$ cat src/common/backend_pkg.sv
`default_nettype none

package backend_pkg;

  localparam int ARCH_REGS   = 16;
  localparam int AREG_W      = 4;
  localparam int PHYS_REGS   = 32;
  localparam int PREG_W      = 5;
  localparam int WORD_W      = 32;
  localparam int PC_W        = 32;
  localparam int ROB_ENTRIES = 8;
  localparam int ROB_W       = 3;
  localparam int OFFSET_W    = 19;
  localparam int UOP_W       = 27;
  localparam int OPC_W       = 3;
  localparam int COND_W      = 2;
  localparam int IMM_W       = 12;

  // free list only ever holds the registers beyond the architectural set
  localparam int FL_ENTRIES  = PHYS_REGS - ARCH_REGS;
  localparam int FL_W        = 4;

  localparam logic [OPC_W-1:0] OP_ADD  = 3'd0;
  localparam logic [OPC_W-1:0] OP_SUB  = 3'd1;
  localparam logic [OPC_W-1:0] OP_AND  = 3'd2;
  localparam logic [OPC_W-1:0] OP_XOR  = 3'd3;
  localparam logic [OPC_W-1:0] OP_MOVI = 3'd4;  // sign-extended imm

  localparam logic [COND_W-1:0] COND_EQZ    = 2'd0;
  localparam logic [COND_W-1:0] COND_NEZ    = 2'd1;
  localparam logic [COND_W-1:0] COND_LTZ    = 2'd2;
  localparam logic [COND_W-1:0] COND_ALWAYS = 2'd3;

  // is_branch travels beside the word and picks the member
  typedef union packed {
    struct packed {
      logic [OPC_W-1:0]    opcode;
      logic [AREG_W-1:0]   rd;
      logic [AREG_W-1:0]   rs1;
      logic [AREG_W-1:0]   rs2;
      logic [IMM_W-1:0]    imm;
    } alu;
    struct packed {
      logic [COND_W-1:0]   cond;
      logic                predict_taken;
      logic [AREG_W-1:0]   rs1;       // tested register
      logic [OFFSET_W-1:0] offset;
      logic                pad;
    } br;
  } uop_u;

endpackage

`default_nettype wire

$ cat src/common/backend_ifs.sv
`timescale 1ns/100ps
`default_nettype none

// rename -> rob, one instruction per cycle
interface dispatch_if import backend_pkg::*; ();
  logic              valid;
  logic              ready;
  logic              is_branch;
  uop_u              uop;
  logic [PC_W-1:0]   pc;
  logic [AREG_W-1:0] rd;
  logic [PREG_W-1:0] new_preg;
  logic [PREG_W-1:0] old_preg;   // previous mapping of rd
  logic [PREG_W-1:0] src1_preg;
  logic [PREG_W-1:0] src2_preg;

  modport driver (output valid, is_branch, uop, pc, rd, new_preg, old_preg,
                  output src1_preg, src2_preg, input ready);
  modport receiver (input valid, is_branch, uop, pc, rd, new_preg, old_preg,
                    input src1_preg, src2_preg, output ready);
endinterface

interface issue_if import backend_pkg::*; ();
  logic              valid;
  logic              ready;
  logic [ROB_W-1:0]  rob_idx;
  uop_u              uop;
  logic [PREG_W-1:0] dest_preg;
  logic [WORD_W-1:0] op_a;
  logic [WORD_W-1:0] op_b;

  modport driver (output valid, rob_idx, uop, dest_preg, op_a, op_b, input ready);
  modport receiver (input valid, rob_idx, uop, dest_preg, op_a, op_b, output ready);
endinterface

interface wb_if import backend_pkg::*; ();
  logic              valid;
  logic [ROB_W-1:0]  rob_idx;
  logic [PREG_W-1:0] dest_preg;
  logic [WORD_W-1:0] value;
  logic              has_dest;
  logic              taken;
  logic              mispredict;

  modport driver (output valid, rob_idx, dest_preg, value, has_dest, taken, mispredict);
  modport receiver (input valid, rob_idx, dest_preg, value, has_dest, taken, mispredict);
endinterface

// no ready, committed map and free list always take it
interface retire_if import backend_pkg::*; ();
  logic              valid;
  logic              has_dest;
  logic [AREG_W-1:0] rd;
  logic [PREG_W-1:0] new_preg;
  logic [PREG_W-1:0] old_preg;

  modport driver (output valid, has_dest, rd, new_preg, old_preg);
  modport receiver (input valid, has_dest, rd, new_preg, old_preg);
endinterface

`default_nettype wire

$ cat src/rob/reorder_buffer.sv
`timescale 1ns/100ps
`default_nettype none

module reorder_buffer import backend_pkg::*; (
  input  logic                clk_in,
  input  logic                rst,
  dispatch_if.receiver        dispatch,
  issue_if.driver             alu_issue,
  issue_if.driver             br_issue,
  wb_if.receiver              alu_wb,
  wb_if.receiver              br_wb,
  output logic [PREG_W-1:0]   rd_preg_a,
  output logic [PREG_W-1:0]   rd_preg_b,
  output logic [PREG_W-1:0]   rd_preg_c,
  output logic [PREG_W-1:0]   rd_preg_d,
  input  logic [WORD_W-1:0]   rd_data_a,
  input  logic [WORD_W-1:0]   rd_data_b,
  input  logic [WORD_W-1:0]   rd_data_c,
  input  logic [WORD_W-1:0]   rd_data_d,
  input  logic [PHYS_REGS-1:0] busy,
  retire_if.driver            retire,
  output logic [WORD_W-1:0]   retire_value,
  output logic                bcond_resolved_out,
  output logic                taken_out,
  output logic                pc_incorrect_out,
  output logic [PC_W-1:0]     pc_out,
  output logic [OFFSET_W-1:0] correction_offset_out
);

  logic              e_valid     [ROB_ENTRIES];
  logic              e_issued    [ROB_ENTRIES];
  logic              e_done      [ROB_ENTRIES];
  logic              e_is_branch [ROB_ENTRIES];
  uop_u              e_uop       [ROB_ENTRIES];
  logic [PC_W-1:0]   e_pc        [ROB_ENTRIES];
  logic [AREG_W-1:0] e_rd        [ROB_ENTRIES];
  logic [PREG_W-1:0] e_new_preg  [ROB_ENTRIES];
  logic [PREG_W-1:0] e_old_preg  [ROB_ENTRIES];
  logic [PREG_W-1:0] e_src1      [ROB_ENTRIES];
  logic [PREG_W-1:0] e_src2      [ROB_ENTRIES];
  logic [WORD_W-1:0] e_result    [ROB_ENTRIES];
  logic              e_taken     [ROB_ENTRIES];
  logic              e_mispred   [ROB_ENTRIES];

  logic [ROB_W-1:0]  head;
  logic [ROB_W-1:0]  tail;
  logic [ROB_W:0]    count;
  logic              push;
  logic              retire_now;
  logic              alu_found;
  logic              br_found;
  logic [ROB_W-1:0]  alu_sel;
  logic [ROB_W-1:0]  br_sel;

  assign dispatch.ready = (count != ROB_ENTRIES);
  assign push           = dispatch.valid && dispatch.ready;
  assign retire_now     = e_valid[head] && e_done[head];

  // walk from head so the first hit per class is the oldest one
  always_comb begin
    logic [ROB_W-1:0] idx;
    alu_found = 1'b0;
    br_found  = 1'b0;
    alu_sel   = head;
    br_sel    = head;
    for (int i = 0; i < ROB_ENTRIES; i++) begin
      idx = head + ROB_W'(i);
      if (e_valid[idx] && !e_issued[idx] && !busy[e_src1[idx]] && !busy[e_src2[idx]]) begin
        if (e_is_branch[idx] && !br_found) begin
          br_found = 1'b1;
          br_sel   = idx;
        end else if (!e_is_branch[idx] && !alu_found) begin
          alu_found = 1'b1;
          alu_sel   = idx;
        end
      end
    end
  end

  assign rd_preg_a = e_src1[alu_sel];
  assign rd_preg_b = e_src2[alu_sel];
  assign rd_preg_c = e_src1[br_sel];
  assign rd_preg_d = e_src2[br_sel];

  assign alu_issue.valid     = alu_found;
  assign alu_issue.rob_idx   = alu_sel;
  assign alu_issue.uop       = e_uop[alu_sel];
  assign alu_issue.dest_preg = e_new_preg[alu_sel];
  assign alu_issue.op_a      = rd_data_a;
  assign alu_issue.op_b      = rd_data_b;

  assign br_issue.valid      = br_found;
  assign br_issue.rob_idx    = br_sel;
  assign br_issue.uop        = e_uop[br_sel];
  assign br_issue.dest_preg  = e_new_preg[br_sel];
  assign br_issue.op_a       = rd_data_c;
  assign br_issue.op_b       = rd_data_d;

  always_ff @(posedge clk_in) begin
    if (rst) begin
      head               <= '0;
      tail               <= '0;
      count              <= '0;
      retire.valid       <= 1'b0;
      bcond_resolved_out <= 1'b0;
      for (int i = 0; i < ROB_ENTRIES; i++) begin
        e_valid[i]  <= 1'b0;
        e_issued[i] <= 1'b0;
        e_done[i]   <= 1'b0;
      end
    end else begin
      if (push) begin
        e_valid[tail]  <= 1'b1;
        e_issued[tail] <= 1'b0;
        e_done[tail]   <= 1'b0;
        tail           <= tail + 1'b1;
      end
      if (alu_issue.valid && alu_issue.ready) e_issued[alu_sel] <= 1'b1;
      if (br_issue.valid && br_issue.ready)   e_issued[br_sel]  <= 1'b1;
      if (alu_wb.valid) e_done[alu_wb.rob_idx] <= 1'b1;
      if (br_wb.valid)  e_done[br_wb.rob_idx]  <= 1'b1;
      if (retire_now) begin
        e_valid[head] <= 1'b0;
        head          <= head + 1'b1;
      end
      retire.valid       <= retire_now;
      bcond_resolved_out <= retire_now && e_is_branch[head];
      count <= count + (ROB_W+1)'(push) - (ROB_W+1)'(retire_now);
    end
  end

  // entry payload and retire outputs
  always_ff @(posedge clk_in) begin
    if (push) begin
      e_is_branch[tail] <= dispatch.is_branch;
      e_uop[tail]       <= dispatch.uop;
      e_pc[tail]        <= dispatch.pc;
      e_rd[tail]        <= dispatch.rd;
      e_new_preg[tail]  <= dispatch.new_preg;
      e_old_preg[tail]  <= dispatch.old_preg;
      e_src1[tail]      <= dispatch.src1_preg;
      e_src2[tail]      <= dispatch.src2_preg;
    end
    if (alu_wb.valid) e_result[alu_wb.rob_idx] <= alu_wb.value;
    if (br_wb.valid) begin
      e_result[br_wb.rob_idx]  <= br_wb.value;
      e_taken[br_wb.rob_idx]   <= br_wb.taken;
      e_mispred[br_wb.rob_idx] <= br_wb.mispredict;
    end
    if (retire_now) begin
      retire.has_dest       <= !e_is_branch[head];
      retire.rd             <= e_rd[head];
      retire.new_preg       <= e_new_preg[head];
      retire.old_preg       <= e_old_preg[head];
      retire_value          <= e_result[head];
      taken_out             <= e_taken[head];
      pc_incorrect_out      <= e_mispred[head];
      pc_out                <= e_pc[head];
      correction_offset_out <= e_uop[head].br.offset;  // offset echoed back
    end
  end

endmodule

`default_nettype wire

$ cat src/flat_wrapper.sv
// flat-port wrapper written by rule: the top's interface ports become plain ports
module reorder_buffer_flat import backend_pkg::*;
  (clk_in, rst, rd_preg_a, rd_preg_b, rd_preg_c, rd_preg_d, rd_data_a, rd_data_b, rd_data_c, rd_data_d, busy, retire_value, bcond_resolved_out, taken_out, pc_incorrect_out, pc_out, correction_offset_out, dispatch_valid, dispatch_is_branch, dispatch_uop, dispatch_pc, dispatch_rd, dispatch_new_preg, dispatch_old_preg, dispatch_src1_preg, dispatch_src2_preg, dispatch_ready, alu_issue_valid, alu_issue_rob_idx, alu_issue_uop, alu_issue_dest_preg, alu_issue_op_a, alu_issue_op_b, alu_issue_ready, br_issue_valid, br_issue_rob_idx, br_issue_uop, br_issue_dest_preg, br_issue_op_a, br_issue_op_b, br_issue_ready, alu_wb_valid, alu_wb_rob_idx, alu_wb_dest_preg, alu_wb_value, alu_wb_has_dest, alu_wb_taken, alu_wb_mispredict, br_wb_valid, br_wb_rob_idx, br_wb_dest_preg, br_wb_value, br_wb_has_dest, br_wb_taken, br_wb_mispredict, retire_valid, retire_has_dest, retire_rd, retire_new_preg, retire_old_preg);
  dispatch_if dispatch_i ();
  issue_if alu_issue_i ();
  issue_if br_issue_i ();
  wb_if alu_wb_i ();
  wb_if br_wb_i ();
  retire_if retire_i ();
  input  logic clk_in;
  input  logic rst;
  output logic [PREG_W-1:0] rd_preg_a;
  output logic [PREG_W-1:0] rd_preg_b;
  output logic [PREG_W-1:0] rd_preg_c;
  output logic [PREG_W-1:0] rd_preg_d;
  input  logic [WORD_W-1:0] rd_data_a;
  input  logic [WORD_W-1:0] rd_data_b;
  input  logic [WORD_W-1:0] rd_data_c;
  input  logic [WORD_W-1:0] rd_data_d;
  input  logic [PHYS_REGS-1:0] busy;
  output logic [WORD_W-1:0] retire_value;
  output logic bcond_resolved_out;
  output logic taken_out;
  output logic pc_incorrect_out;
  output logic [PC_W-1:0] pc_out;
  output logic [OFFSET_W-1:0] correction_offset_out;
  input wire logic [$bits(dispatch_i.valid)-1:0] dispatch_valid;
  input wire logic [$bits(dispatch_i.is_branch)-1:0] dispatch_is_branch;
  input wire logic [$bits(dispatch_i.uop)-1:0] dispatch_uop;
  input wire logic [$bits(dispatch_i.pc)-1:0] dispatch_pc;
  input wire logic [$bits(dispatch_i.rd)-1:0] dispatch_rd;
  input wire logic [$bits(dispatch_i.new_preg)-1:0] dispatch_new_preg;
  input wire logic [$bits(dispatch_i.old_preg)-1:0] dispatch_old_preg;
  input wire logic [$bits(dispatch_i.src1_preg)-1:0] dispatch_src1_preg;
  input wire logic [$bits(dispatch_i.src2_preg)-1:0] dispatch_src2_preg;
  output wire logic [$bits(dispatch_i.ready)-1:0] dispatch_ready;
  output wire logic [$bits(alu_issue_i.valid)-1:0] alu_issue_valid;
  output wire logic [$bits(alu_issue_i.rob_idx)-1:0] alu_issue_rob_idx;
  output wire logic [$bits(alu_issue_i.uop)-1:0] alu_issue_uop;
  output wire logic [$bits(alu_issue_i.dest_preg)-1:0] alu_issue_dest_preg;
  output wire logic [$bits(alu_issue_i.op_a)-1:0] alu_issue_op_a;
  output wire logic [$bits(alu_issue_i.op_b)-1:0] alu_issue_op_b;
  input wire logic [$bits(alu_issue_i.ready)-1:0] alu_issue_ready;
  output wire logic [$bits(br_issue_i.valid)-1:0] br_issue_valid;
  output wire logic [$bits(br_issue_i.rob_idx)-1:0] br_issue_rob_idx;
  output wire logic [$bits(br_issue_i.uop)-1:0] br_issue_uop;
  output wire logic [$bits(br_issue_i.dest_preg)-1:0] br_issue_dest_preg;
  output wire logic [$bits(br_issue_i.op_a)-1:0] br_issue_op_a;
  output wire logic [$bits(br_issue_i.op_b)-1:0] br_issue_op_b;
  input wire logic [$bits(br_issue_i.ready)-1:0] br_issue_ready;
  input wire logic [$bits(alu_wb_i.valid)-1:0] alu_wb_valid;
  input wire logic [$bits(alu_wb_i.rob_idx)-1:0] alu_wb_rob_idx;
  input wire logic [$bits(alu_wb_i.dest_preg)-1:0] alu_wb_dest_preg;
  input wire logic [$bits(alu_wb_i.value)-1:0] alu_wb_value;
  input wire logic [$bits(alu_wb_i.has_dest)-1:0] alu_wb_has_dest;
  input wire logic [$bits(alu_wb_i.taken)-1:0] alu_wb_taken;
  input wire logic [$bits(alu_wb_i.mispredict)-1:0] alu_wb_mispredict;
  input wire logic [$bits(br_wb_i.valid)-1:0] br_wb_valid;
  input wire logic [$bits(br_wb_i.rob_idx)-1:0] br_wb_rob_idx;
  input wire logic [$bits(br_wb_i.dest_preg)-1:0] br_wb_dest_preg;
  input wire logic [$bits(br_wb_i.value)-1:0] br_wb_value;
  input wire logic [$bits(br_wb_i.has_dest)-1:0] br_wb_has_dest;
  input wire logic [$bits(br_wb_i.taken)-1:0] br_wb_taken;
  input wire logic [$bits(br_wb_i.mispredict)-1:0] br_wb_mispredict;
  output wire logic [$bits(retire_i.valid)-1:0] retire_valid;
  output wire logic [$bits(retire_i.has_dest)-1:0] retire_has_dest;
  output wire logic [$bits(retire_i.rd)-1:0] retire_rd;
  output wire logic [$bits(retire_i.new_preg)-1:0] retire_new_preg;
  output wire logic [$bits(retire_i.old_preg)-1:0] retire_old_preg;
  assign dispatch_i.valid = dispatch_valid;
  assign dispatch_i.is_branch = dispatch_is_branch;
  assign dispatch_i.uop = dispatch_uop;
  assign dispatch_i.pc = dispatch_pc;
  assign dispatch_i.rd = dispatch_rd;
  assign dispatch_i.new_preg = dispatch_new_preg;
  assign dispatch_i.old_preg = dispatch_old_preg;
  assign dispatch_i.src1_preg = dispatch_src1_preg;
  assign dispatch_i.src2_preg = dispatch_src2_preg;
  assign dispatch_ready = dispatch_i.ready;
  assign alu_issue_valid = alu_issue_i.valid;
  assign alu_issue_rob_idx = alu_issue_i.rob_idx;
  assign alu_issue_uop = alu_issue_i.uop;
  assign alu_issue_dest_preg = alu_issue_i.dest_preg;
  assign alu_issue_op_a = alu_issue_i.op_a;
  assign alu_issue_op_b = alu_issue_i.op_b;
  assign alu_issue_i.ready = alu_issue_ready;
  assign br_issue_valid = br_issue_i.valid;
  assign br_issue_rob_idx = br_issue_i.rob_idx;
  assign br_issue_uop = br_issue_i.uop;
  assign br_issue_dest_preg = br_issue_i.dest_preg;
  assign br_issue_op_a = br_issue_i.op_a;
  assign br_issue_op_b = br_issue_i.op_b;
  assign br_issue_i.ready = br_issue_ready;
  assign alu_wb_i.valid = alu_wb_valid;
  assign alu_wb_i.rob_idx = alu_wb_rob_idx;
  assign alu_wb_i.dest_preg = alu_wb_dest_preg;
  assign alu_wb_i.value = alu_wb_value;
  assign alu_wb_i.has_dest = alu_wb_has_dest;
  assign alu_wb_i.taken = alu_wb_taken;
  assign alu_wb_i.mispredict = alu_wb_mispredict;
  assign br_wb_i.valid = br_wb_valid;
  assign br_wb_i.rob_idx = br_wb_rob_idx;
  assign br_wb_i.dest_preg = br_wb_dest_preg;
  assign br_wb_i.value = br_wb_value;
  assign br_wb_i.has_dest = br_wb_has_dest;
  assign br_wb_i.taken = br_wb_taken;
  assign br_wb_i.mispredict = br_wb_mispredict;
  assign retire_valid = retire_i.valid;
  assign retire_has_dest = retire_i.has_dest;
  assign retire_rd = retire_i.rd;
  assign retire_new_preg = retire_i.new_preg;
  assign retire_old_preg = retire_i.old_preg;
  reorder_buffer u_core (.clk_in(clk_in), .rst(rst), .dispatch(dispatch_i), .alu_issue(alu_issue_i), .br_issue(br_issue_i), .alu_wb(alu_wb_i), .br_wb(br_wb_i), .rd_preg_a(rd_preg_a), .rd_preg_b(rd_preg_b), .rd_preg_c(rd_preg_c), .rd_preg_d(rd_preg_d), .rd_data_a(rd_data_a), .rd_data_b(rd_data_b), .rd_data_c(rd_data_c), .rd_data_d(rd_data_d), .busy(busy), .retire(retire_i), .retire_value(retire_value), .bcond_resolved_out(bcond_resolved_out), .taken_out(taken_out), .pc_incorrect_out(pc_incorrect_out), .pc_out(pc_out), .correction_offset_out(correction_offset_out));
endmodule
$ cat config.mk
export PLATFORM = sky130hd
export DESIGN_NAME = reorder_buffer_flat
export DESIGN_NICKNAME = d
export VERILOG_FILES = /design/src/common/backend_pkg.sv /design/src/common/backend_ifs.sv /design/src/rob/reorder_buffer.sv /design/src/flat_wrapper.sv
export SDC_FILE = /design/constraint.sdc
export NUM_CORES = 2
export LEC_CHECK = 0
export BUFFER_PORTS_ARGS = -buffer_cell sky130_fd_sc_hd__buf_4
export CAP_MARGIN = 20
export CORE_MARGIN = 8
export CORE_UTILIZATION = 60
export CTS_CLUSTER_SIZE = 12
export DETAILED_ROUTE_END_ITERATION = 8
export PLACE_DENSITY = 0.81
export SLEW_MARGIN = 20
export SYNTH_ARGS = -nofsm -noshare
export SYNTH_HDL_FRONTEND = slang
export SYNTH_SLANG_ARGS = --single-unit
$ cat constraint.sdc
create_clock -name clk_in -period 12.7 [get_ports clk_in]
set_clock_uncertainty 0.05 [all_clocks]
set_input_delay 2.54 -clock clk_in [delete_from_list [all_inputs] [get_ports clk_in]]
set_output_delay 2.54 -clock clk_in [all_outputs]
set_load 0.02 [all_outputs]
# == Word-level counts from Yosys, hierarchy flattened ==
# Memories as Yosys holds them, arrays and structs flattened. A register that Yosys moved wholly into a read port is not among the register bits.
# Cells that the tools add are included.
# word_totals
reg_bits,13
ramBits,968
inputBits,337
output_inout_bits,323
elab_cells,309
mem_count,14
# mem_list
name,words,width,rd,rd_ports_with_merged_regs,write_ports,line,text
u_core.e_pc,8,32,1,1,1,reorder_buffer.sv:35,logic [PC_W-1:0] e_pc [ROB_ENTRIES];
u_core.e_result,8,32,1,1,2,reorder_buffer.sv:41,logic [WORD_W-1:0] e_result [ROB_ENTRIES];
u_core.e_uop,8,27,3,1,1,reorder_buffer.sv:34,uop_u e_uop [ROB_ENTRIES];
u_core.e_new_preg,8,5,3,1,1,reorder_buffer.sv:37,logic [PREG_W-1:0] e_new_preg [ROB_ENTRIES];
u_core.e_old_preg,8,5,1,1,1,reorder_buffer.sv:38,logic [PREG_W-1:0] e_old_preg [ROB_ENTRIES];
u_core.e_src1,8,5,10,1,1,reorder_buffer.sv:39,logic [PREG_W-1:0] e_src1 [ROB_ENTRIES];
8 more memories,--,--,--,--,--,--,
# classes
add_sub_neg,10
n_lt_le_gt_ge,16
n_eq_ne,1
n_mux,165
reduce_logical,97
# op_table
cell,count
$mux 3,55
$lt 5x6->1 const B,16
$mux 1,94
$bmux 1 s5,16
$logic_not 1->1,46
$logic_and 1x1->1,43
$add 3x3->3 const B,4
$reduce_or 1->1,8
$add 3x1->3 const B,2
$add 3x2->3 const B,2
$add 4x1->4,1
$ne 4x4->1 const B,1
$sub 4x1->4,1

# == Logic depth before layout (Yosys ltp) ==
# logic_depth
word_depth,47
mapped_depth,31
mapped_depth_nobuf,17

# == Least setup slack after synthesis ==
# No wires, ideal clock.
# synth_timing
path_kind,input to register
startpoint,input port dispatch_valid
endpoint,memory u_core.e_issued[0]
setup_ps,142
arrival_ps,9419
required_time_ps,12508
path_slack_ps,3089
path_stages,6
n_path_buf,0
cell_sequence,nand2_1 inv_1 nand2b_1 nor3_1 or3b_2 o221ai_1
# synth_rtl
element,line,text
"start, declared",flat_wrapper.sv:27,input wire logic [$bits(dispatch_i.valid)-1:0] dispatch_valid;
"end, declared",reorder_buffer.sv:31,logic e_issued [ROB_ENTRIES];

# == Worst setup path after layout ==
# layout_timing
startpoint,register u_core.head[0]
endpoint,output port br_issue_uop[10]
# layout_via
elab_chain_len,33
word_cells_on_any_way,122
classes_between,add/sub: 7; mux: 54; reduce/logical: 55; memory: 6
# layout_rtl
element,line,text
"start, declared",reorder_buffer.sv:45,logic [ROB_W-1:0] head;
"start signal, assigned",reorder_buffer.sv:124,head <= head + 1'b1;
$add 3x1->3,reorder_buffer.sv:67,idx = head + ROB_W'(i);
$mem_v2 8x5,--,
$bmux 1 s5,reorder_buffer.sv:68,if (e_valid[idx] && !e_issued[idx] && !busy[e_src1[idx]] && !busy[e_src2[idx]]) begin
$mux 1 (not written as such),reorder_buffer.sv:68,
$logic_not 1->1,reorder_buffer.sv:68,
$logic_and 1x1->1 (2 in series),reorder_buffer.sv:68,
$mux 1,reorder_buffer.sv:68,
$logic_not 1->1,reorder_buffer.sv:69,if (e_is_branch[idx] && !br_found) begin
[... 16 more ...],--,
$logic_and 1x1->1,reorder_buffer.sv:69,
$mux 1,reorder_buffer.sv:69,
$mux 1,reorder_buffer.sv:68,
$logic_not 1->1,reorder_buffer.sv:69,
$logic_and 1x1->1,reorder_buffer.sv:69,
$mux 3,reorder_buffer.sv:69,
$mux 3 *,reorder_buffer.sv:68,
$mem_v2 8x27 *,--,
"end, declared",flat_wrapper.sv:46,output wire logic [$bits(br_issue_i.uop)-1:0] br_issue_uop;
# Mark *: on every way between the ends. The rest lies on a longest branch, timed or not. The select of a mux whose other input is x is not followed.

==> impl_metrics.yaml <==
sta:
  fin_crit_sh_pct: 90.4
  setup-tns-final_ns: 0
  slew_viol_final: 0
  timing.final.ws_setup_ns: 1.22
  setup_viol: 0
  relSlewSlack_pct: 24.1
  layout_min_cycle_time_ns: 11.48
  tightest_slew_ns: 1.11
  grt_setup_unrepaired: "false"
  finalHoldViolations: 0
  max_freq_ghz: 0.0871
critical_path:
  critical_path_required_ns: 10.11
  path_cells: "inv_2, ha_4, buf_4, mux4_2, mux2i_2, mux2i_1, mux2i_1, a211oi_1, a32oi_1, nor4_4, a21boi_0, a2111oi_0, o31ai_2, a41oi_4, and2b_2, buf_4, a22o_1, a221oi_2, buf_4"
  worstSetupEndpointType: "output port"
  startpoint_type: "flop"
  crit_fanout: 44
  crit-reg2reg-launch: "u_core.head[0]$_SDFFE_PP0P_"
  arrival_ns: 8.89
  worst_path_max_delay_cell: "ha_4"
  reg2reg_depth: 18
  critPathBufInv: 4
  path_common_cell: "buf_4"
  critPathMaxStageDelay_ns: 0.84
  critical_path.endpoint: "br_issue_uop[10]"
  crit_cells: 19
  reg2reg_to: "u_core.e_issued[4]$_DFF_P_"
  critPathTopFamily: "compound AO/OA/AOI/OAI gates"
  critPathLaunch: "u_core.head[0]$_SDFFE_PP0P_"
  critPathKind: "flop to output port"
  r2r_slack_ns: 4.99
pwr:
  pwr_density_cell_nw_per_um2: 127
  p_total_mw: 8.50
  p_leak_nw: 23.6
  peakVddDrop_v: 0.000118
yosys:
  yosysTopAreaCell: "edfxtp_1"
  netlist_area_um2: 60900
  syn_inst: 4402
  yosys_warnings: 0
  synth-seq-cells: 1083
  synth-seq-area-share_pct: 52.8
  synth_async_sr_flop_share_pct: 0
  synth-edff-count: 1044
  ys_top_cells_by_area: "edfxtp_1 51%, mux4_2 15%, mux2i_1 8.6%"
  syn_nets: 4752
  synth_top_cell_area_share_pct: 51.5
  ys.flop_type: "edfxtp_1"
  synth_area_per_cell_um2: 13.8
  synth.distinct_cells: 105
clocking:
  root_buffer: "clkbuf_16"
  cts.repair.resized: 0
  cts_max_level: 3
  clkTransAtPathRegs_ns: 0.06
  cts_tree: "yes"
  clock_sinks: 1083
  cts_made_buffers: 109
  insertion_delay_ns: 0.71
  post_cts_buffers: 0
  clockBufferDepth: 3
  ctsHoldBuffers: 0
route:
  wl_per_cell_um: 31.3
  detail-route-antenna-nets: 0
  dr.pass1.iters: 8
  drtIter0Drc: 4818
  vias: 41342
  wirelength_um: 187000
  drc: 0
  vias_per_cell: 6.92
die:
  row_count: 117
  chipHeight_um: 335
  die_width_um: 335
  boundaryPins: 660
  die-area_um2: 112000
  start_util_pct: 60.2
  core_region_area_um2: 101000
placement:
  routabilityCongestion: 0.976
  dp_hpwl_um: 113000
  io_buffers: 389
  placed_area_um2: 63800
  place_ws_ns: 2.10
worst_hold_path:
  hold_class: "flop to flop"
finish:
  layout-drive-gt1-share_pct: 29.3
  layout_common_cells: "1044 x edfxtp_1, 787 x nand2_1, 522 x mux2i_1"
  syn_to_final_growth_pct: 10.2
  utilization_pct: 66.3
  final_cell_area_um2: 67100
  final_nets: 4858
  mostFrequentLayoutCell: "edfxtp_1"
global_routing:
  grt_pass1_vias: 41083
  grt_max_degree: 133
  antenna_found_initial: 31
  grt-ovfl-total: 0
  grt_pass1_wl_um: 271000
  grtUsageTotal_pct: 32.4
status:
  outcome: "finished, final reports clean"
job:
  cap_viol_max_count: 0
power by group:
part / switching (mW) / total (mW) / internal, mW / leakage [nW]
registers: 0.0924 / 4.21 / 4.12 / 9.81
logic: 0.761 / 1.31 / 0.553 / 12.3
clock network: 1.32 / 2.98 / 1.66 / 1.56
synthesized netlist by cell type (all sizes together), types with 6 or more instances:
cell type  instances
a211oi            38
a21boi             8
nor2              88
inv               61
and2              12
or2               16
edfxtp          1044
or3b               9
o22ai             12
buf              294
clkbuf           172
a22o              50
a31oi             21
a21oi             55
a221oi            53
o2111ai            9
nor4               7
and3              14
o21ai             74
nor3b             18
nor3              39
a211o              6
mux4             399
nand3b            28
nand2b            47
o221ai            10
a22oi             35
nand3             51
nor2b             23
mux2             212
o31ai              9
o211ai             7
mux2i            532
a2bb2oi            6
and3b              8
nand2            787
dfxtp             39
o21a               6
nand4              7
ha                12
layer usage:
| metal | vias up | track usage, % | routed length, µm |
|---|---|---|---|
| met5 | - | 0.260 | 106 |
| met2 | 2859 | 52.0 | 90100 |
| met1 | 20760 | 39.5 | 65200 |
| li1 | 17227 | - | - |
| met3 | 482 | 10.2 | 22200 |
| met4 | 14 | 16.4 | 9380 |
logic make-up after synthesis:
family	synth area share, %
flops	52.8
mux	27.5
compound gates	5.94
fa+ha+maj	0.279
buf+inv	4.65
simple gates	8.61
xor+xnor	0.224
cell type report:
type,instances,area (µm²)
Clock inverter,32,275
Timing Repair Buffer,461,3550
Fill cell,6928,34100
Tap cell,1368,1710
Sequential cell,1083,32100
Multi-Input combinational cell,2791,26200
Clock buffer,150,2950
Antenna cell,26,65.1
Inverter,62,245
worst min-delay path by stage:
stage                                   startpoint                        to  slack (ns)  cells past startpoint
after detailed placement  u_core.e_done[0]$_DFF_P_  u_core.e_done[0]$_DFF_P_        0.42                      2
after global placement    u_core.e_done[1]$_DFF_P_  u_core.e_done[1]$_DFF_P_        0.41                      2
final                     u_core.e_done[0]$_DFF_P_  u_core.e_done[0]$_DFF_P_        0.43                      2
after CTS                 u_core.e_done[0]$_DFF_P_  u_core.e_done[0]$_DFF_P_        0.43                      2
after global routing      u_core.e_done[0]$_DFF_P_  u_core.e_done[0]$_DFF_P_        0.47                      2
after floorplan           u_core.e_done[0]$_DFF_P_  u_core.e_done[0]$_DFF_P_        0.40                      2
through the flow:
step / hold slack (ns) / instances
floorplan: 0.398 / 4402
finish: 0.427 / 5973
global placement: 0.414 / 5763
CTS: 0.429 / 5945
global route: 0.471 / 5966
detailed placement: 0.420 / 5763
worst register-to-register path, stage by stage (launching register included):
cell and delay (ns):
dfxtp_4 0.71, inv_2 0.50, ha_4 0.86, buf_4 0.48, mux4_2 0.40, mux2i_2 0.67, mux2i_1 0.28, mux2i_1 0.10
a211oi_1 0.26, a32oi_1 0.37, nor4_2 0.67, nor2b_1 0.15, inv_1 0.10, a21oi_1 0.07, a2111oi_0 0.75, o21ai_4 0.05
buf_4 0.39, or4_1 0.69, o221ai_1 0.08
registers in the layout, indices dropped and copies added (netlist names), 4 cells and up, named ones only:
register and count:
u_core.e_mispred 8, u_core.e_pc 256, u_core.retire.new_preg 5, u_core.retire_value 32, u_core.e_result 256, u_core.e_taken 8
u_core.e_is_branch 8, u_core.e_done 8, u_core.correction_offset_out 19, u_core.count 4, u_core.e_old_preg 40, u_core.e_src1 40
u_core.e_new_preg 40, u_core.e_valid 8, u_core.retire.old_preg 5, u_core.retire.rd 4, u_core.pc_out 32, u_core.e_src2 40
u_core.e_uop 216, u_core.e_issued 8, u_core.e_rd 32
No activity file was read; power rests on OpenSTA's default activity.
