--- src/common/backend_pkg.sv ---
`default_nettype none

package backend_pkg;

  localparam int ARCH_REGS   = 16;
  localparam int AREG_W      = 4;
  localparam int PHYS_REGS   = 32;
  localparam int PREG_W      = 5;
  localparam int WORD_W      = 32;
  localparam int PC_W        = 32;
  localparam int ROB_ENTRIES = 8;
  localparam int ROB_W       = 3;
  localparam int OFFSET_W    = 19;
  localparam int UOP_W       = 27;
  localparam int OPC_W       = 3;
  localparam int COND_W      = 2;
  localparam int IMM_W       = 12;

  // free list only ever holds the registers beyond the architectural set
  localparam int FL_ENTRIES  = PHYS_REGS - ARCH_REGS;
  localparam int FL_W        = 4;

  localparam logic [OPC_W-1:0] OP_ADD  = 3'd0;
  localparam logic [OPC_W-1:0] OP_SUB  = 3'd1;
  localparam logic [OPC_W-1:0] OP_AND  = 3'd2;
  localparam logic [OPC_W-1:0] OP_XOR  = 3'd3;
  localparam logic [OPC_W-1:0] OP_MOVI = 3'd4;  // sign-extended imm

  localparam logic [COND_W-1:0] COND_EQZ    = 2'd0;
  localparam logic [COND_W-1:0] COND_NEZ    = 2'd1;
  localparam logic [COND_W-1:0] COND_LTZ    = 2'd2;
  localparam logic [COND_W-1:0] COND_ALWAYS = 2'd3;

  // is_branch travels beside the word and picks the member
  typedef union packed {
    struct packed {
      logic [OPC_W-1:0]    opcode;
      logic [AREG_W-1:0]   rd;
      logic [AREG_W-1:0]   rs1;
      logic [AREG_W-1:0]   rs2;
      logic [IMM_W-1:0]    imm;
    } alu;
    struct packed {
      logic [COND_W-1:0]   cond;
      logic                predict_taken;
      logic [AREG_W-1:0]   rs1;       // tested register
      logic [OFFSET_W-1:0] offset;
      logic                pad;
    } br;
  } uop_u;

endpackage

`default_nettype wire

--- src/common/backend_ifs.sv ---
`timescale 1ns/100ps
`default_nettype none


interface issue_if import backend_pkg::*; ();
  logic              valid;
  logic              ready;
  logic [ROB_W-1:0]  rob_idx;
  uop_u              uop;
  logic [PREG_W-1:0] dest_preg;
  logic [WORD_W-1:0] op_a;
  logic [WORD_W-1:0] op_b;

  modport driver (output valid, rob_idx, uop, dest_preg, op_a, op_b, input ready);
  modport receiver (input valid, rob_idx, uop, dest_preg, op_a, op_b, output ready);
endinterface

interface wb_if import backend_pkg::*; ();
  logic              valid;
  logic [ROB_W-1:0]  rob_idx;
  logic [PREG_W-1:0] dest_preg;
  logic [WORD_W-1:0] value;
  logic              has_dest;
  logic              taken;
  logic              mispredict;

  modport driver (output valid, rob_idx, dest_preg, value, has_dest, taken, mispredict);
  modport receiver (input valid, rob_idx, dest_preg, value, has_dest, taken, mispredict);
endinterface


`default_nettype wire

--- src/alu_unit.sv ---
`timescale 1ns/100ps
`default_nettype none

module alu_unit import backend_pkg::*; (
  input  logic     clk_in,
  input  logic     rst,
  issue_if.receiver issue,
  wb_if.driver     wb
);

  logic [WORD_W-1:0] result;

  always_comb begin
    case (issue.uop.alu.opcode)
      OP_ADD:  result = issue.op_a + issue.op_b;  // wraps at word width
      OP_SUB:  result = issue.op_a - issue.op_b;
      OP_AND:  result = issue.op_a & issue.op_b;
      OP_XOR:  result = issue.op_a ^ issue.op_b;
      OP_MOVI: result = {{(WORD_W-IMM_W){issue.uop.alu.imm[IMM_W-1]}}, issue.uop.alu.imm};
      default: result = '0;
    endcase
  end

  assign issue.ready   = 1'b1;  // single cycle, never stalls
  assign wb.has_dest   = 1'b1;
  assign wb.taken      = 1'b0;
  assign wb.mispredict = 1'b0;

  always_ff @(posedge clk_in) begin
    if (rst) wb.valid <= 1'b0;
    else     wb.valid <= issue.valid && issue.ready;
  end

  always_ff @(posedge clk_in) begin
    if (issue.valid) begin
      wb.rob_idx   <= issue.rob_idx;
      wb.dest_preg <= issue.dest_preg;
      wb.value     <= result;
    end
  end

endmodule

`default_nettype wire

--- src/flat_wrapper.sv ---
// flat-port wrapper written by rule: the top's interface ports become plain ports
module alu_unit_flat import backend_pkg::*;
  (clk_in, rst, issue_valid, issue_rob_idx, issue_uop, issue_dest_preg, issue_op_a, issue_op_b, issue_ready, wb_valid, wb_rob_idx, wb_dest_preg, wb_value, wb_has_dest, wb_taken, wb_mispredict);
  issue_if issue_i ();
  wb_if wb_i ();
  input  logic clk_in;
  input  logic rst;
  input wire logic [$bits(issue_i.valid)-1:0] issue_valid;
  input wire logic [$bits(issue_i.rob_idx)-1:0] issue_rob_idx;
  input wire logic [$bits(issue_i.uop)-1:0] issue_uop;
  input wire logic [$bits(issue_i.dest_preg)-1:0] issue_dest_preg;
  input wire logic [$bits(issue_i.op_a)-1:0] issue_op_a;
  input wire logic [$bits(issue_i.op_b)-1:0] issue_op_b;
  output wire logic [$bits(issue_i.ready)-1:0] issue_ready;
  output wire logic [$bits(wb_i.valid)-1:0] wb_valid;
  output wire logic [$bits(wb_i.rob_idx)-1:0] wb_rob_idx;
  output wire logic [$bits(wb_i.dest_preg)-1:0] wb_dest_preg;
  output wire logic [$bits(wb_i.value)-1:0] wb_value;
  output wire logic [$bits(wb_i.has_dest)-1:0] wb_has_dest;
  output wire logic [$bits(wb_i.taken)-1:0] wb_taken;
  output wire logic [$bits(wb_i.mispredict)-1:0] wb_mispredict;
  assign issue_i.valid = issue_valid;
  assign issue_i.rob_idx = issue_rob_idx;
  assign issue_i.uop = issue_uop;
  assign issue_i.dest_preg = issue_dest_preg;
  assign issue_i.op_a = issue_op_a;
  assign issue_i.op_b = issue_op_b;
  assign issue_ready = issue_i.ready;
  assign wb_valid = wb_i.valid;
  assign wb_rob_idx = wb_i.rob_idx;
  assign wb_dest_preg = wb_i.dest_preg;
  assign wb_value = wb_i.value;
  assign wb_has_dest = wb_i.has_dest;
  assign wb_taken = wb_i.taken;
  assign wb_mispredict = wb_i.mispredict;
  alu_unit u_core (.clk_in(clk_in), .rst(rst), .issue(issue_i), .wb(wb_i));
endmodule
--- config.mk ---
export PLATFORM = sky130hd
export DESIGN_NAME = alu_unit_flat
export DESIGN_NICKNAME = d
export VERILOG_FILES = /design/src/common/backend_pkg.sv /design/src/common/backend_ifs.sv /design/src/alu_unit.sv /design/src/flat_wrapper.sv
export SDC_FILE = /design/constraint.sdc
export NUM_CORES = 1
export LEC_CHECK = 0
export CORE_MARGIN = 2
export CORE_UTILIZATION = 61
export CTS_CLUSTER_DIAMETER = 200
export DETAILED_ROUTE_END_ITERATION = 8
export DONT_BUFFER_PORTS = 1
export GPL_TIMING_DRIVEN = 0
export MAX_ROUTING_LAYER = met4
export PLACE_DENSITY_LB_ADDON = 0.25
export SETUP_SLACK_MARGIN = 0.15
export SLEW_MARGIN = 20
export SYNTH_ARGS = -nofsm -noshare
export SYNTH_HDL_FRONTEND = slang
export SYNTH_SLANG_ARGS = --single-unit
--- constraint.sdc ---
create_clock -name clk_in -period 9.9 [get_ports clk_in]
set_input_delay 1.98 -clock clk_in [delete_from_list [all_inputs] [get_ports clk_in]]
set_output_delay 1.98 -clock clk_in [all_outputs]
set_load 0.01 [all_outputs]
**Word level (Yosys, flattened, before mapping)**

Index checks and enable logic that the tools add are counted.

- Bits in registers: 41
- Latch bits: 0
- Bits in writable memories: 0
- ROM bits: 0
- Bits of input ports: 102
- Word-level logic and storage cells: 14
- Memories: 0

- Add/subtract/negate cells: 2
- Multiply operators: 0
- Div/mod/pow operators: 0
- $lt $le $gt $ge: 0
- Eq/ne operators: 4
- Shift operators: 0
- Mux-type cells: 1
- Bitwise operators: 2
- Reductions and logical operators: 1

Operator list:

| kind | number |
|---|---|
| case mux 32 bit (5 select lines) | 1 |
| adder 32 bit | 1 |
| AND 32 bit | 1 |
| subtractor 32 bit | 1 |
| XOR 32 bit | 1 |
| equality test 3 x 2 -> 1 bit (second input constant) | 2 |
| equality test 3 x 1 -> 1 bit (second input constant) | 1 |
| equality test 3 bit (second input constant) | 1 |
| logical NOT 3 bit | 1 |

**Longest topological paths before layout**

Gate-level depths: netlist (run 1).

- Depth in word-level cells: 2
- Mapped depth: 17

**Worst setup path after synthesis (run 1)**

No wires, ideal clock.

- Path type: input port to flip-flop
- From: input port issue_uop[26]
- To: register u_core.wb.value[31] (data pin)
- Setup time: 0.281 ns
- Arrival time: 5.248 ns
- Setup slack: 4.371 ns
- Cell stages on the path: 17
- Path buffers: 4
- Path through: clkbuf_1 > or2_2 > buf_2 > nor2_1 > clkbuf_1 > a21oi_1 > xnor2_1 > ha_1 > clkbuf_1 > a21oi_1 > o221ai_1 > a31oi_1 > o211ai_1 > a311o_1 > a21oi_1 > xnor2_1 > o221ai_1

- Word-level cells in the longest chain between the ends: 2
- Elaborated cells on any way between the ends: 6
- Those cells by class: eq/ne (4); mux (1); reduce/logical (1)

Ends and longest elaborated chain:

| item | RTL line | source |
|---|---|---|
| from (decl) | flat_wrapper.sv:10 | `input wire logic [$bits(issue_i.uop)-1:0] issue_uop;` |
| equality test 3 bit (tied with other cells) | alu_unit.sv:14 | `case (issue.uop.alu.opcode)` |
| case mux 32 bit (5 select lines) (*) | alu_unit.sv:14 |  |
| via u_core.result[31] | alu_unit.sv:11 | `logic [WORD_W-1:0] result;` |
| to (signal assigned) | alu_unit.sv:38 | `wb.value <= result;` |
| to (decl) | backend_ifs.sv:27 | `modport driver (output valid, rob_idx, dest_preg, value, has_dest, taken, mispredict);` |

The timed path passes the listed nets; every way through them passes the cells marked *.
A chain may end at the register's enable or synchronous reset.

**Final worst setup path (run 1)**

- From: input port issue_uop[24]
- To: register u_core.wb.value[21] (data pin)

Same word-level chain as after synthesis.

==> results of run 1 <==
-- routing by layer --
metal / global-route usage (%) / up-vias / share of wire (%) / wire length, um
met5: - / - / 0 / 0
met4: 14.5 / 0 / 3.2 / 472
met3: 6.61 / 51 / 10 / 1500
met2: 54.1 / 279 / 45 / 6670
met1: 45.3 / 2131 / 41 / 6080
li1: - / 2092 / - / -
-- worst max-delay path, stage by stage --
cell and delay (ns):
clkbuf_1 0.31, clkinv_1 0.37, nor2_1 0.44, clkbuf_1 0.59
nor2_1 0.11, xnor2_1 0.16, ha_1 0.35, o211ai_1 0.12
a21oi_1 0.32, o21ai_0 0.21, o41ai_1 0.82, a31oi_1 0.22
xor2_1 0.20, o221ai_1 0.14
-- how the worst min path moves through the flow --
stage	startpoint	endpoint	slack (ns)	depth (start not counted)
6_report	rst	u_core.wb.valid$_SDFF_PP0_	1.73	1
2_1_floorplan	rst	u_core.wb.valid$_SDFF_PP0_	2.05	1
3_5_place_dp	rst	u_core.wb.valid$_SDFF_PP0_	2.05	1
4_1_cts	rst	u_core.wb.valid$_SDFF_PP0_	1.74	1
5_1_grt	rst	u_core.wb.valid$_SDFF_PP0_	1.73	1
3_3_place_gp	rst	u_core.wb.valid$_SDFF_PP0_	2.05	1
-- through the flow --
| step | hold slack (ns) | cell area (um^2) | utilization [%] |
|---|---|---|---|
| global route | 1.73 | 5110 | 66.5 |
| CTS | 1.74 | 5110 | 66.5 |
| global placement | 2.05 | 4970 | 64.7 |
| detailed placement | 2.05 | 4970 | 64.7 |
| floorplan | 2.05 | 4840 | - |
| finish | 1.73 | 5110 | 66.5 |
-- final cells by class --
type	instances	area, um^2
plain buffers	30	130
flip-flops and latches	41	1220
well taps	102	128
clock buffers	5	68.8
clock inverters	3	68.8
multi-input cells	460	3440
fillers	655	2580
inverters	13	48.8
-- sequential cells by signal, indices dropped and copies added (netlist names) --
signal and cells:
u_core.wb.value 32, u_core.wb.dest_preg 5, u_core.wb.rob_idx 3, u_core.wb.valid 1
-- Yosys cell counts (2+ instances only) --
| cell | n | share of area (%) |
|---|---|---|
| a211o_1 | 2 | 0.36 |
| a211oi_1 | 4 | 0.62 |
| a21o_1 | 11 | 1.7 |
| a21oi_1 | 44 | 4.6 |
| a31oi_1 | 14 | 1.8 |
| and2_1 | 4 | 0.52 |
| and3_1 | 6 | 0.78 |
| buf_2 | 2 | 0.21 |
| buf_4 | 4 | 0.62 |
| clkbuf_1 | 24 | 1.9 |
| conb_1 | 2 | 0.16 |
| edfxtp_1 | 40 | 25 |
| ha_1 | 64 | 17 |
| inv_1 | 12 | 0.93 |
| mux2i_1 | 32 | 6.6 |
| nand2_1 | 35 | 2.7 |
| nand2b_1 | 8 | 1.0 |
| nand3_1 | 7 | 0.72 |
| nand4_1 | 6 | 0.78 |
| nor2_1 | 34 | 2.6 |
| nor2b_1 | 4 | 0.52 |
| nor3_1 | 11 | 1.1 |
| nor3b_1 | 2 | 0.31 |
| nor4_1 | 2 | 0.26 |
| o2111ai_1 | 3 | 0.54 |
| o211ai_1 | 6 | 0.93 |
| o21a_1 | 4 | 0.62 |
| o21ai_0 | 31 | 3.2 |
| o21bai_1 | 4 | 0.62 |
| o221ai_1 | 23 | 4.2 |
| o22ai_1 | 5 | 0.65 |
| o31a_1 | 2 | 0.36 |
| o31ai_1 | 6 | 0.93 |
| o41ai_1 | 4 | 0.72 |
| or3_1 | 6 | 0.78 |
| xnor2_1 | 30 | 5.4 |
| xor2_1 | 26 | 4.7 |
-- cell families (layout without fill, tap and decap cells) --
family,count (synthesis),count (layout),synth area share (%)
adder cells (fa/ha/maj),65,65,17.0
AND/OR/NAND/NOR,132,132,13.7
XOR/XNOR,57,57,10.5
other,2,4,0.155
buffers and inverters,43,51,3.70
flip-flops,41,41,25.3
AO/OA/AOI/OAI,170,170,23.1
multiplexers,32,32,6.62
-- power breakdown --
group          total [uW]  switching (uW)  internal, uW
clock                 176            74.3           102
sequential            235            18.1           217
combinational         253             148           105
-- cells in the final DEF (no fill, tap or decap), drive strengths merged, types with 3 or more instances in the layout --
cell     Yosys  final
a21o        11     11
inv         12     13
buf          6      6
nand2b       8      8
o21bai       4      4
nand2       35     35
edfxtp      40     40
nand4        6      6
o2111ai      3      3
and2         4      4
o221ai      23     23
o21ai       31     31
a31oi       14     14
mux2i       32     32
nor2        34     34
nor3        12     12
and3         6      6
xor2        26     26
a211oi       4      4
or3          7      7
o41ai        4      4
nand3        7      7
nor2b        4      4
o21a         4      4
o22ai        5      5
a21oi       45     45
xnor2       31     31
o31ai        6      6
clkbuf      24     29
conb         2      4
ha          64     64
o211ai       6      6
==> summary.txt, run 1 <==
Clocking
  • Clock root cell: clkbuf_8
  • Post-CTS resize count: 0
  • CTS tree: built
  • CTS Hold Bufs: 0
  • Clock tree sinks: roughly 40
  • Setup Buffers After CTS: 0
  • Clock Pin Slew Worst Setup and Hold Paths: ~0.1 ns
  • H-tree Lvls: 2
  • Num CTS Buffers: 5
  • CTS max path bufs: 2

Die
  • Die height: 93.0 um
  • Starting Density: between 60% and 70%
  • Row count: 32
  • Area of the die: roughly 8700 um^2
  • Total core area: 7690 um^2
  • Ports: about 150
  • Die width: ~93 um

Layout
  • Ratio of cells with drive above 1 in the final layout: between 3 and 4%
  • Area delta synth->final: 5.64%
  • Final Net Count: about 700
  • Inserted Diodes: 0
  • Final Non-Filler Cells: 654

Synth
  • Post-synthesis cell count: between 500 and 600
  • Register area share after synthesis: ~25%
  • Mean Syn Cell Area: a little under 9 um^2
  • FF+latch count, synth: 41
  • Number of synthesized flops with an enable pin: 40
  • Post-synth ARST share: 0%
  • Yosys cell types: between 50 and 60
  • Yosys Warn Count: 0
  • Synth Cell Area: 4840 um^2
  • Primary FF master, synth: edfxtp_1

Global route
  • Wire length of the first global-routing pass: ~23000 um
  • Vias in the first global route: between 4000 and 5000
  • All-Layer GR Usage: a little over a third
  • Largest net degree at the start of global routing: 42
  • Initial antenna violation count: 0
  • Overflow after GRT: 0

Flow run
  • Max Cap Viol: 0

STA
  • Max Clk Rate: roughly 0.16 GHz
  • Sum Neg Setup Slack: 0 ns
  • Final setup fails: 0
  • Post-route clock period utilization: about 64%
  • Post-route setup slack: 3.59 ns
  • Max-slew violation count: 0
  • Worst Tran Pin Value: approximately 0.98 ns
  • Tmin final: around 6.3 ns
  • Max-slew headroom: about a third
  • Final count of hold timing violations: 0
  • Unrepaired setup endpoints after global routing: false

Drt
  • Iteration-0 DRC Markers: 349
  • Via density: around 7.0
  • Routed Antenna Nets: 0
  • Via count: 4553
  • Post-route DRC violation count: 0
  • Wirelength per Cell: 22.5 um
  • 1st-pass router iterations: 4
  • WL final: ~15000 um

Place
  • Port buffer count: 0
  • Setup WS pre-CTS: between 3 and 4 ns
  • Placed cell count: approximately 650
  • Dpl hpwl: around 11000 um
  • RePlAce Congestion: ~1

Pwr
  • Total power: roughly 660 uW
  • IR drop worst, VDD: approximately 0.084 mV
  • Leak pwr: between 0.002 and 0.0025 uW
  • Pwr/cell area: between 100 and 150 nW/um^2

Hold path
  • Worst Hold Class: in2reg

Worst setup path
  • Critical Path End: u_core.wb.value[21]$_DFFE_PP_
  • CP startpoint: issue_uop[24]
  • Worst setup path category: in2reg
  • CP endpoint kind: flip-flop
  • Crit path DAT: 6.34 ns
  • Critical Path Source Type: input port
  • Critical Path Fanout Max: 10
  • WP data required: approximately 9.9 ns

Outcome
  • Status: finished clean
Note: power is estimated with default switching activity, not from simulation.
==> run 2: changes to the inputs <==
Clock period 9.9 ns to 5.9 ns, I/O delays scaled along.
==> run 2 against run 1 <==
Largest cell class unchanged. Via count shrank 0.20%. Non-clock buffer count is the same. Clock-buffer cell count is the same. Setup slack lost 3.1 ns.
==> summary.txt, run 2 (synthesis results as in run 1) <==
STA
  • Max-slew headroom: 33.7% (about the same)
  • WHS: 0.931 ns (was 1.73 ns)
  • Tmin final: ~5.4 ns
  • Unrepaired setup endpoints after global routing: false (unchanged)
  • Sum Neg Setup Slack: 0 ns (unchanged)
  • Worst Tran Pin Value: 0.982 ns (about the same)
  • Final count of hold timing violations: 0 (unchanged)
  • Final setup fails: 0 (unchanged)
  • Max Clk Rate: roughly 0.18 GHz
  • Max-slew violation count: 0 (unchanged)
  • Post-route clock period utilization: approximately nine tenths

Drt
  • Routed Antenna Nets: 0 (unchanged)
  • 1st-pass router iterations: 5 (was 4)
  • WL final: 14700 um (about the same)
  • Via count: 4544 (was 4553)
  • Wirelength per Cell: 22.5 um (about the same)
  • Iteration-0 DRC Markers: 344 (was 349)
  • Post-route DRC violation count: 0 (unchanged)
  • Via density: 6.95 (was 6.96)

Clocking
  • Clock Pin Slew Worst Setup and Hold Paths: 0.10 ns (about the same)
  • Num CTS Buffers: 5 (unchanged)
  • H-tree Lvls: 2 (unchanged)
  • Clock tree sinks: 41 (unchanged)
  • Setup Buffers After CTS: 0 (unchanged)
  • Clock root cell: clkbuf_8 (unchanged)
  • CTS Hold Bufs: 0 (unchanged)
  • CTS tree: built (unchanged)
  • CTS max path bufs: 2 (unchanged)

Global route
  • All-Layer GR Usage: 35.0% (unchanged)
  • Met3 Track Usage GR: 6.61% (unchanged)
  • GR Util met1: 45.3% (unchanged)
  • Overflow after GRT: 0 (unchanged)
  • M2 GR Usage: 54.1% (unchanged)
  • Largest net degree at the start of global routing: 42 (unchanged)
  • Vias in the first global route: 4516 (unchanged)
  • Global routing's busiest layer: met2 (unchanged)
  • Initial antenna violation count: 0 (unchanged)
  • Wire length of the first global-routing pass: 22900 um (unchanged)

Place
  • Port buffer count: 0 (unchanged)
  • RePlAce Congestion: 0.996 (unchanged)
  • Dpl hpwl: 11400 um (unchanged)
  • DP Area: 4970 um^2 (unchanged)

Layout
  • Area delta synth->final: 5.67% (was 5.64%)
  • Final Util: 66.5% (about the same)
  • Inserted Diodes: 0 (unchanged)
  • Final Net Count: 718 (unchanged)
  • Commonest non-fill, non-tap cell in the layout: ha_1 (unchanged)
  • Most frequent cells in the layout: 64 x ha_1, 44 x a21oi_1, 40 x edfxtp_1 (unchanged)
  • Largest reg by FF count: u_core.wb.value (unchanged)
  • Max reg flops: 32 (unchanged)
  • Ratio of cells with drive above 1 in the final layout: 4.17% (was 3.99%)
  • Biggest regs: u_core.wb.value (32), u_core.wb.dest_preg (5), u_core.wb.rob_idx (3) (unchanged)
  • Final Cell Area: 5110 um^2 (about the same)

Die
  • Die width: 93.0 um (unchanged)
  • Row count: 32 (unchanged)
  • Total core area: 7690 um^2 (unchanged)
  • Area of the die: 8660 um^2 (unchanged)
  • Die height: 93.0 um (unchanged)
  • Ports: 147 (unchanged)
  • Starting Density: 62.9% (unchanged)

Worst setup path
  • Critical Path Fanout Max: 10 (unchanged)
  • CP endpoint kind: flip-flop (unchanged)
  • WP data required: 5.93 ns (was 9.93 ns)
  • Critical Path Source Type: input port (unchanged)
  • Worst setup path category: in2reg (unchanged)
  • Crit. path cell count: 14 (unchanged)
  • Crit path DAT: 5.44 ns (was 6.34 ns)
  • Slowest cell on crit path: o41ai_1 (unchanged)
  • Crit-path leading delay family: compound AO/OA/AOI/OAI gates (unchanged)
  • Cell Chain, Critical Path: clkbuf_1 -> nor2_1 -> nand2_1 -> clkbuf_1 -> o31ai_1 -> xor2_1 -> ha_1 -> o211ai_1 -> a21oi_1 -> o21ai_0 -> o41ai_1 -> a31oi_1 -> xor2_1 -> o221ai_1 (was clkbuf_1 -> clkinv_1 -> nor2_1 -> clkbuf_1 -> nor2_1 -> xnor2_1 -> ha_1 -> o211ai_1 -> a21oi_1 -> o21ai_0 -> o41ai_1 -> a31oi_1 -> xor2_1 -> o221ai_1)
  • Buf/Inv on CP: 2 (was 3)
  • Max incr delay on CP: 0.83 ns (was 0.82 ns)

Pwr
  • IR drop worst, VDD: 0.141 mV (was 0.0836 mV)
  • Leak pwr: 0.00211 uW (about the same)
  • Pwr/cell area: 218 nW/um^2 (was 130 nW/um^2)

Hold path
  • WHS Path Cells: 1 (unchanged)
  • Worst Hold Class: in2reg (unchanged)

Outcome
  • Status: finished clean (unchanged)

Flow run
  • Max Cap Viol: 0 (unchanged)
run 2: cell counts in the layout (fill, tap and decap cells not counted):
Identical to the previous run, type by type.
run 2: worst paths after layout:
kind     startpoint                             to  slack (ns)
max   issue_uop[26]  u_core.wb.value[21]$_DFFE_PP_        0.49
min             rst     u_core.wb.valid$_SDFF_PP0_        0.93
run 2: what timing repair did:
action                                 4_1_cts  5_1_grt
endpoints found under the hold margin        0        0
setup endpoints to repair                    0        3
resized for setup                            0        2
run 2: routing by layer:
layer | wire length [um] | share of wire [%]
met1 | 6100 | 41
met2 | 6690 | 45
met3 | 1500 | 10
met4 | 426 | 2.9
met5 | 0 | 0
run 2: metrics by stage:
stage	total power [uW]	setup WS [ns]	std cells
floorplan	722	1.17	544
CTS	1100	0.530	654
finish	1110	0.492	654
global placement	803	0.255	646
global route	1170	0.309	654
detailed placement	814	0.194	646
run 2: cell type report:
type,instances,area [um^2]
multi-input cells,460,3440
fillers,654,2580
flip-flops and latches,41,1220
plain buffers,30,131
well taps,102,128
clock buffers,5,68.8
clock inverters,3,68.8
inverters,13,48.8
run 2: report_power, final:
part | switching [uW] | internal, uW
clock | 124 | 171
sequential | 30.2 | 364
combinational | 248 | 177
==> run 3: changes to the inputs <==
Clock period 5.9 ns to 5.1 ns, I/O delays scaled along.
==> run 3 against run 2 <==
Total power is 16% higher. Combinational power rose by 17%. Global-route usage is essentially flat. Cell count is 0.31% higher.
==> summary.txt, run 3 (synthesis results as in run 1) <==
Outcome
  • Status: finished clean (unchanged)

Drt
  • Post-route DRC violation count: 0 (unchanged)
  • Wirelength per Cell: 22.6 um (was 22.5 um)
  • Routed Antenna Nets: 0 (unchanged)
  • Via count: 4538 (was 4544)
  • WL final: 14900 um (was 14700 um)
  • 1st-pass router iterations: 5 (unchanged)
  • Iteration-0 DRC Markers: 372 (was 344)
  • Via density: 6.92 (was 6.95)

Global route
  • Initial antenna violation count: 0 (unchanged)
  • M2 GR Usage: 54.2% (was 54.1%)
  • Largest net degree at the start of global routing: 42 (unchanged)
  • Overflow after GRT: 0 (unchanged)
  • Wire length of the first global-routing pass: 22900 um (about the same)
  • GR Util met1: 45.4% (was 45.3%)
  • Met3 Track Usage GR: 6.61% (unchanged)
  • Global routing's busiest layer: met2 (unchanged)
  • All-Layer GR Usage: 35.0% (about the same)
  • Vias in the first global route: 4522 (was 4516)

Die
  • Starting Density: 62.9% (unchanged)
  • Die height: 93.0 um (unchanged)
  • Row count: 32 (unchanged)
  • Die width: 93.0 um (unchanged)
  • Ports: 147 (unchanged)
  • Area of the die: 8660 um^2 (unchanged)
  • Total core area: 7690 um^2 (unchanged)

Pwr
  • Clk pwr share: 26.2% (was 26.5%)
  • Net Sw Frac: 36.1% (about the same)
  • Internal power: 826 uW (was 711 uW)
  • Total power: 1290 uW (was 1110 uW)
  • IR drop worst, VDD: 0.160 mV (was 0.141 mV)
  • Comb pwr share: 38.5% (was 38.1%)
  • Leak pwr: 0.00213 uW (was 0.00211 uW)
  • NetSw: 467 uW (was 402 uW)
  • Pwr/cell area: 250 nW/um^2 (was 218 nW/um^2)
  • Sequential share of power: 35.3% (was 35.4%)

STA
  • Max-slew violation count: 0 (unchanged)
  • Final count of hold timing violations: 0 (unchanged)
  • Final setup fails: 0 (unchanged)
  • Worst Tran Pin Value: 0.952 ns (was 0.982 ns)
  • Max-slew headroom: 36.4% (was 33.7%)
  • Tmin final: roughly 4.8 ns
  • Unrepaired setup endpoints after global routing: true (was false)
  • Max Clk Rate: around 0.21 GHz
  • Post-route clock period utilization: between 90% and 100%

Clocking
  • CTS tree: built (unchanged)
  • CTS max path bufs: 2 (unchanged)
  • H-tree Lvls: 2 (unchanged)
  • Num CTS Buffers: 5 (unchanged)
  • Clock root cell: clkbuf_8 (unchanged)
  • Clock Pin Slew Worst Setup and Hold Paths: 0.09 ns (was 0.10 ns)
  • Clock tree sinks: 41 (unchanged)

Layout
  • Largest reg by FF count: u_core.wb.value (unchanged)
  • FILL cells: 651 (was 654)
  • Biggest regs: u_core.wb.value (32), u_core.wb.dest_preg (5), u_core.wb.rob_idx (3) (unchanged)
  • Area delta synth->final: 6.86% (was 5.67%)
  • Commonest non-fill, non-tap cell in the layout: ha_1 (unchanged)
  • Max reg flops: 32 (unchanged)
  • Final Non-Filler Cells: 656 (was 654)
  • Most frequent cells in the layout: 64 x ha_1, 42 x a21oi_1, 40 x edfxtp_1 (was 64 x ha_1, 44 x a21oi_1, 40 x edfxtp_1)
  • Inserted Diodes: 0 (unchanged)
  • Ratio of cells with drive above 1 in the final layout: 6.32% (was 4.17%)
  • Final Net Count: 720 (was 718)

Worst setup path
  • Crit path DAT: 4.79 ns (was 5.44 ns)
  • CP endpoint kind: flip-flop (unchanged)
  • Max incr delay on CP: 0.37 ns (was 0.83 ns)
  • Critical Path Fanout Max: 10 (unchanged)
  • WP data required: 5.12 ns (was 5.93 ns)
  • Cell Chain, Critical Path: clkbuf_1 -> nor2_1 -> nand2_2 -> clkbuf_2 -> o31ai_1 -> xor2_1 -> ha_1 -> clkbuf_1 -> nand4_1 -> o221ai_1 -> a31oi_1 -> o211ai_1 -> nor2b_1 -> a31oi_1 -> xnor2_1 -> o221ai_1 (was clkbuf_1 -> nor2_1 -> nand2_1 -> clkbuf_1 -> o31ai_1 -> xor2_1 -> ha_1 -> o211ai_1 -> a21oi_1 -> o21ai_0 -> o41ai_1 -> a31oi_1 -> xor2_1 -> o221ai_1)
  • Slowest cell on crit path: clkbuf_1 (was o41ai_1)
  • Critical Path Source Type: input port (unchanged)
  • Worst setup path category: in2reg (unchanged)

Place
  • Dpl hpwl: 11400 um (unchanged)
  • RePlAce Congestion: 0.996 (unchanged)
  • Port buffer count: 0 (unchanged)
  • Placed cell count: 646 (unchanged)

Hold path
  • Worst Hold Class: in2reg (unchanged)

Flow run
  • Max Cap Viol: 0 (unchanged)
[run 3: changes by cell type in the layout (fill, tap and decap cells not counted), sizes merged]
cell | previous run | this run
buf | 6 | 9
clkinvlp | 0 | 1
clkinv | 1 | 0
clkbuf | 29 | 28
[run 3: path summary, 6_finish.rpt]
path                           from                       endpoint  slack [ns]  depth (start not counted)
worst max-delay path  issue_uop[26]  u_core.wb.value[29]$_DFFE_PP_        0.33                         16
worst min-delay path            rst     u_core.wb.valid$_SDFF_PP0_        0.77                          1
[run 3: per-stage QoR]
stage	util, %	area (um^2)	hold slack [ns]	setup TNS [ns]	setup slack [ns]
floorplan	-	4840	1.09	0	0.531
global placement	64.7	4970	1.09	-2.22	-0.385
detailed placement	64.7	4970	1.09	-3.13	-0.446
CTS	66.5	5110	0.776	0	0.203
global route	67.2	5170	0.769	0	0.102
finish	67.2	5170	0.772	0	0.331
[run 3: metal layers]
layer | part of all wire [%] | up-vias
met2 | 45 | 271
met5 | 0 | -
met4 | 3.1 | 0
met1 | 41 | 2134
li1 | - | 2087
met3 | 11 | 46
[run 3: area by class of cell]
type / count / area (um^2) / area share (%)
Tap cell: 102 / 128 / 2.47
Multi-Input combinational cell: 460 / 3480 / 67.3
Inverter: 13 / 52.6 / 1.02
Clock inverter: 3 / 68.8 / 1.33
Buffer: 30 / 136 / 2.64
Sequential cell: 41 / 1220 / 23.6
Timing Repair Buffer: 2 / 15.0 / 0.291
Clock buffer: 5 / 68.8 / 1.33
[run 3: power groups by stage]
stage	clock network (uW)	logic, uW	registers (uW)
after floorplan	0	378	457
after global placement	0	465	463
after detailed placement	0	477	464
after CTS	338	481	457
after global routing	348	551	459
final	339	498	456
[run 3: worst max-delay path: cells and delay by family]
| kind | cells | cell delay, ns |
|---|---|---|
| AOI/OAI and AO/OA | 6 | 1.30 |
| adders and majority gates | 1 | 0.29 |
| xor gates and xnor gates | 2 | 0.33 |
| and+or+nand+nor | 4 | 0.88 |
| buffers and inverters | 3 | 0.97 |
[run 3: what timing repair did]
action,in CTS,in global routing
setup buffers,0,2
resized for setup,3,13
hold buffers,0,0
endpoints found under the setup margin,7,12
pin swaps,0,0
gates cloned,0,0
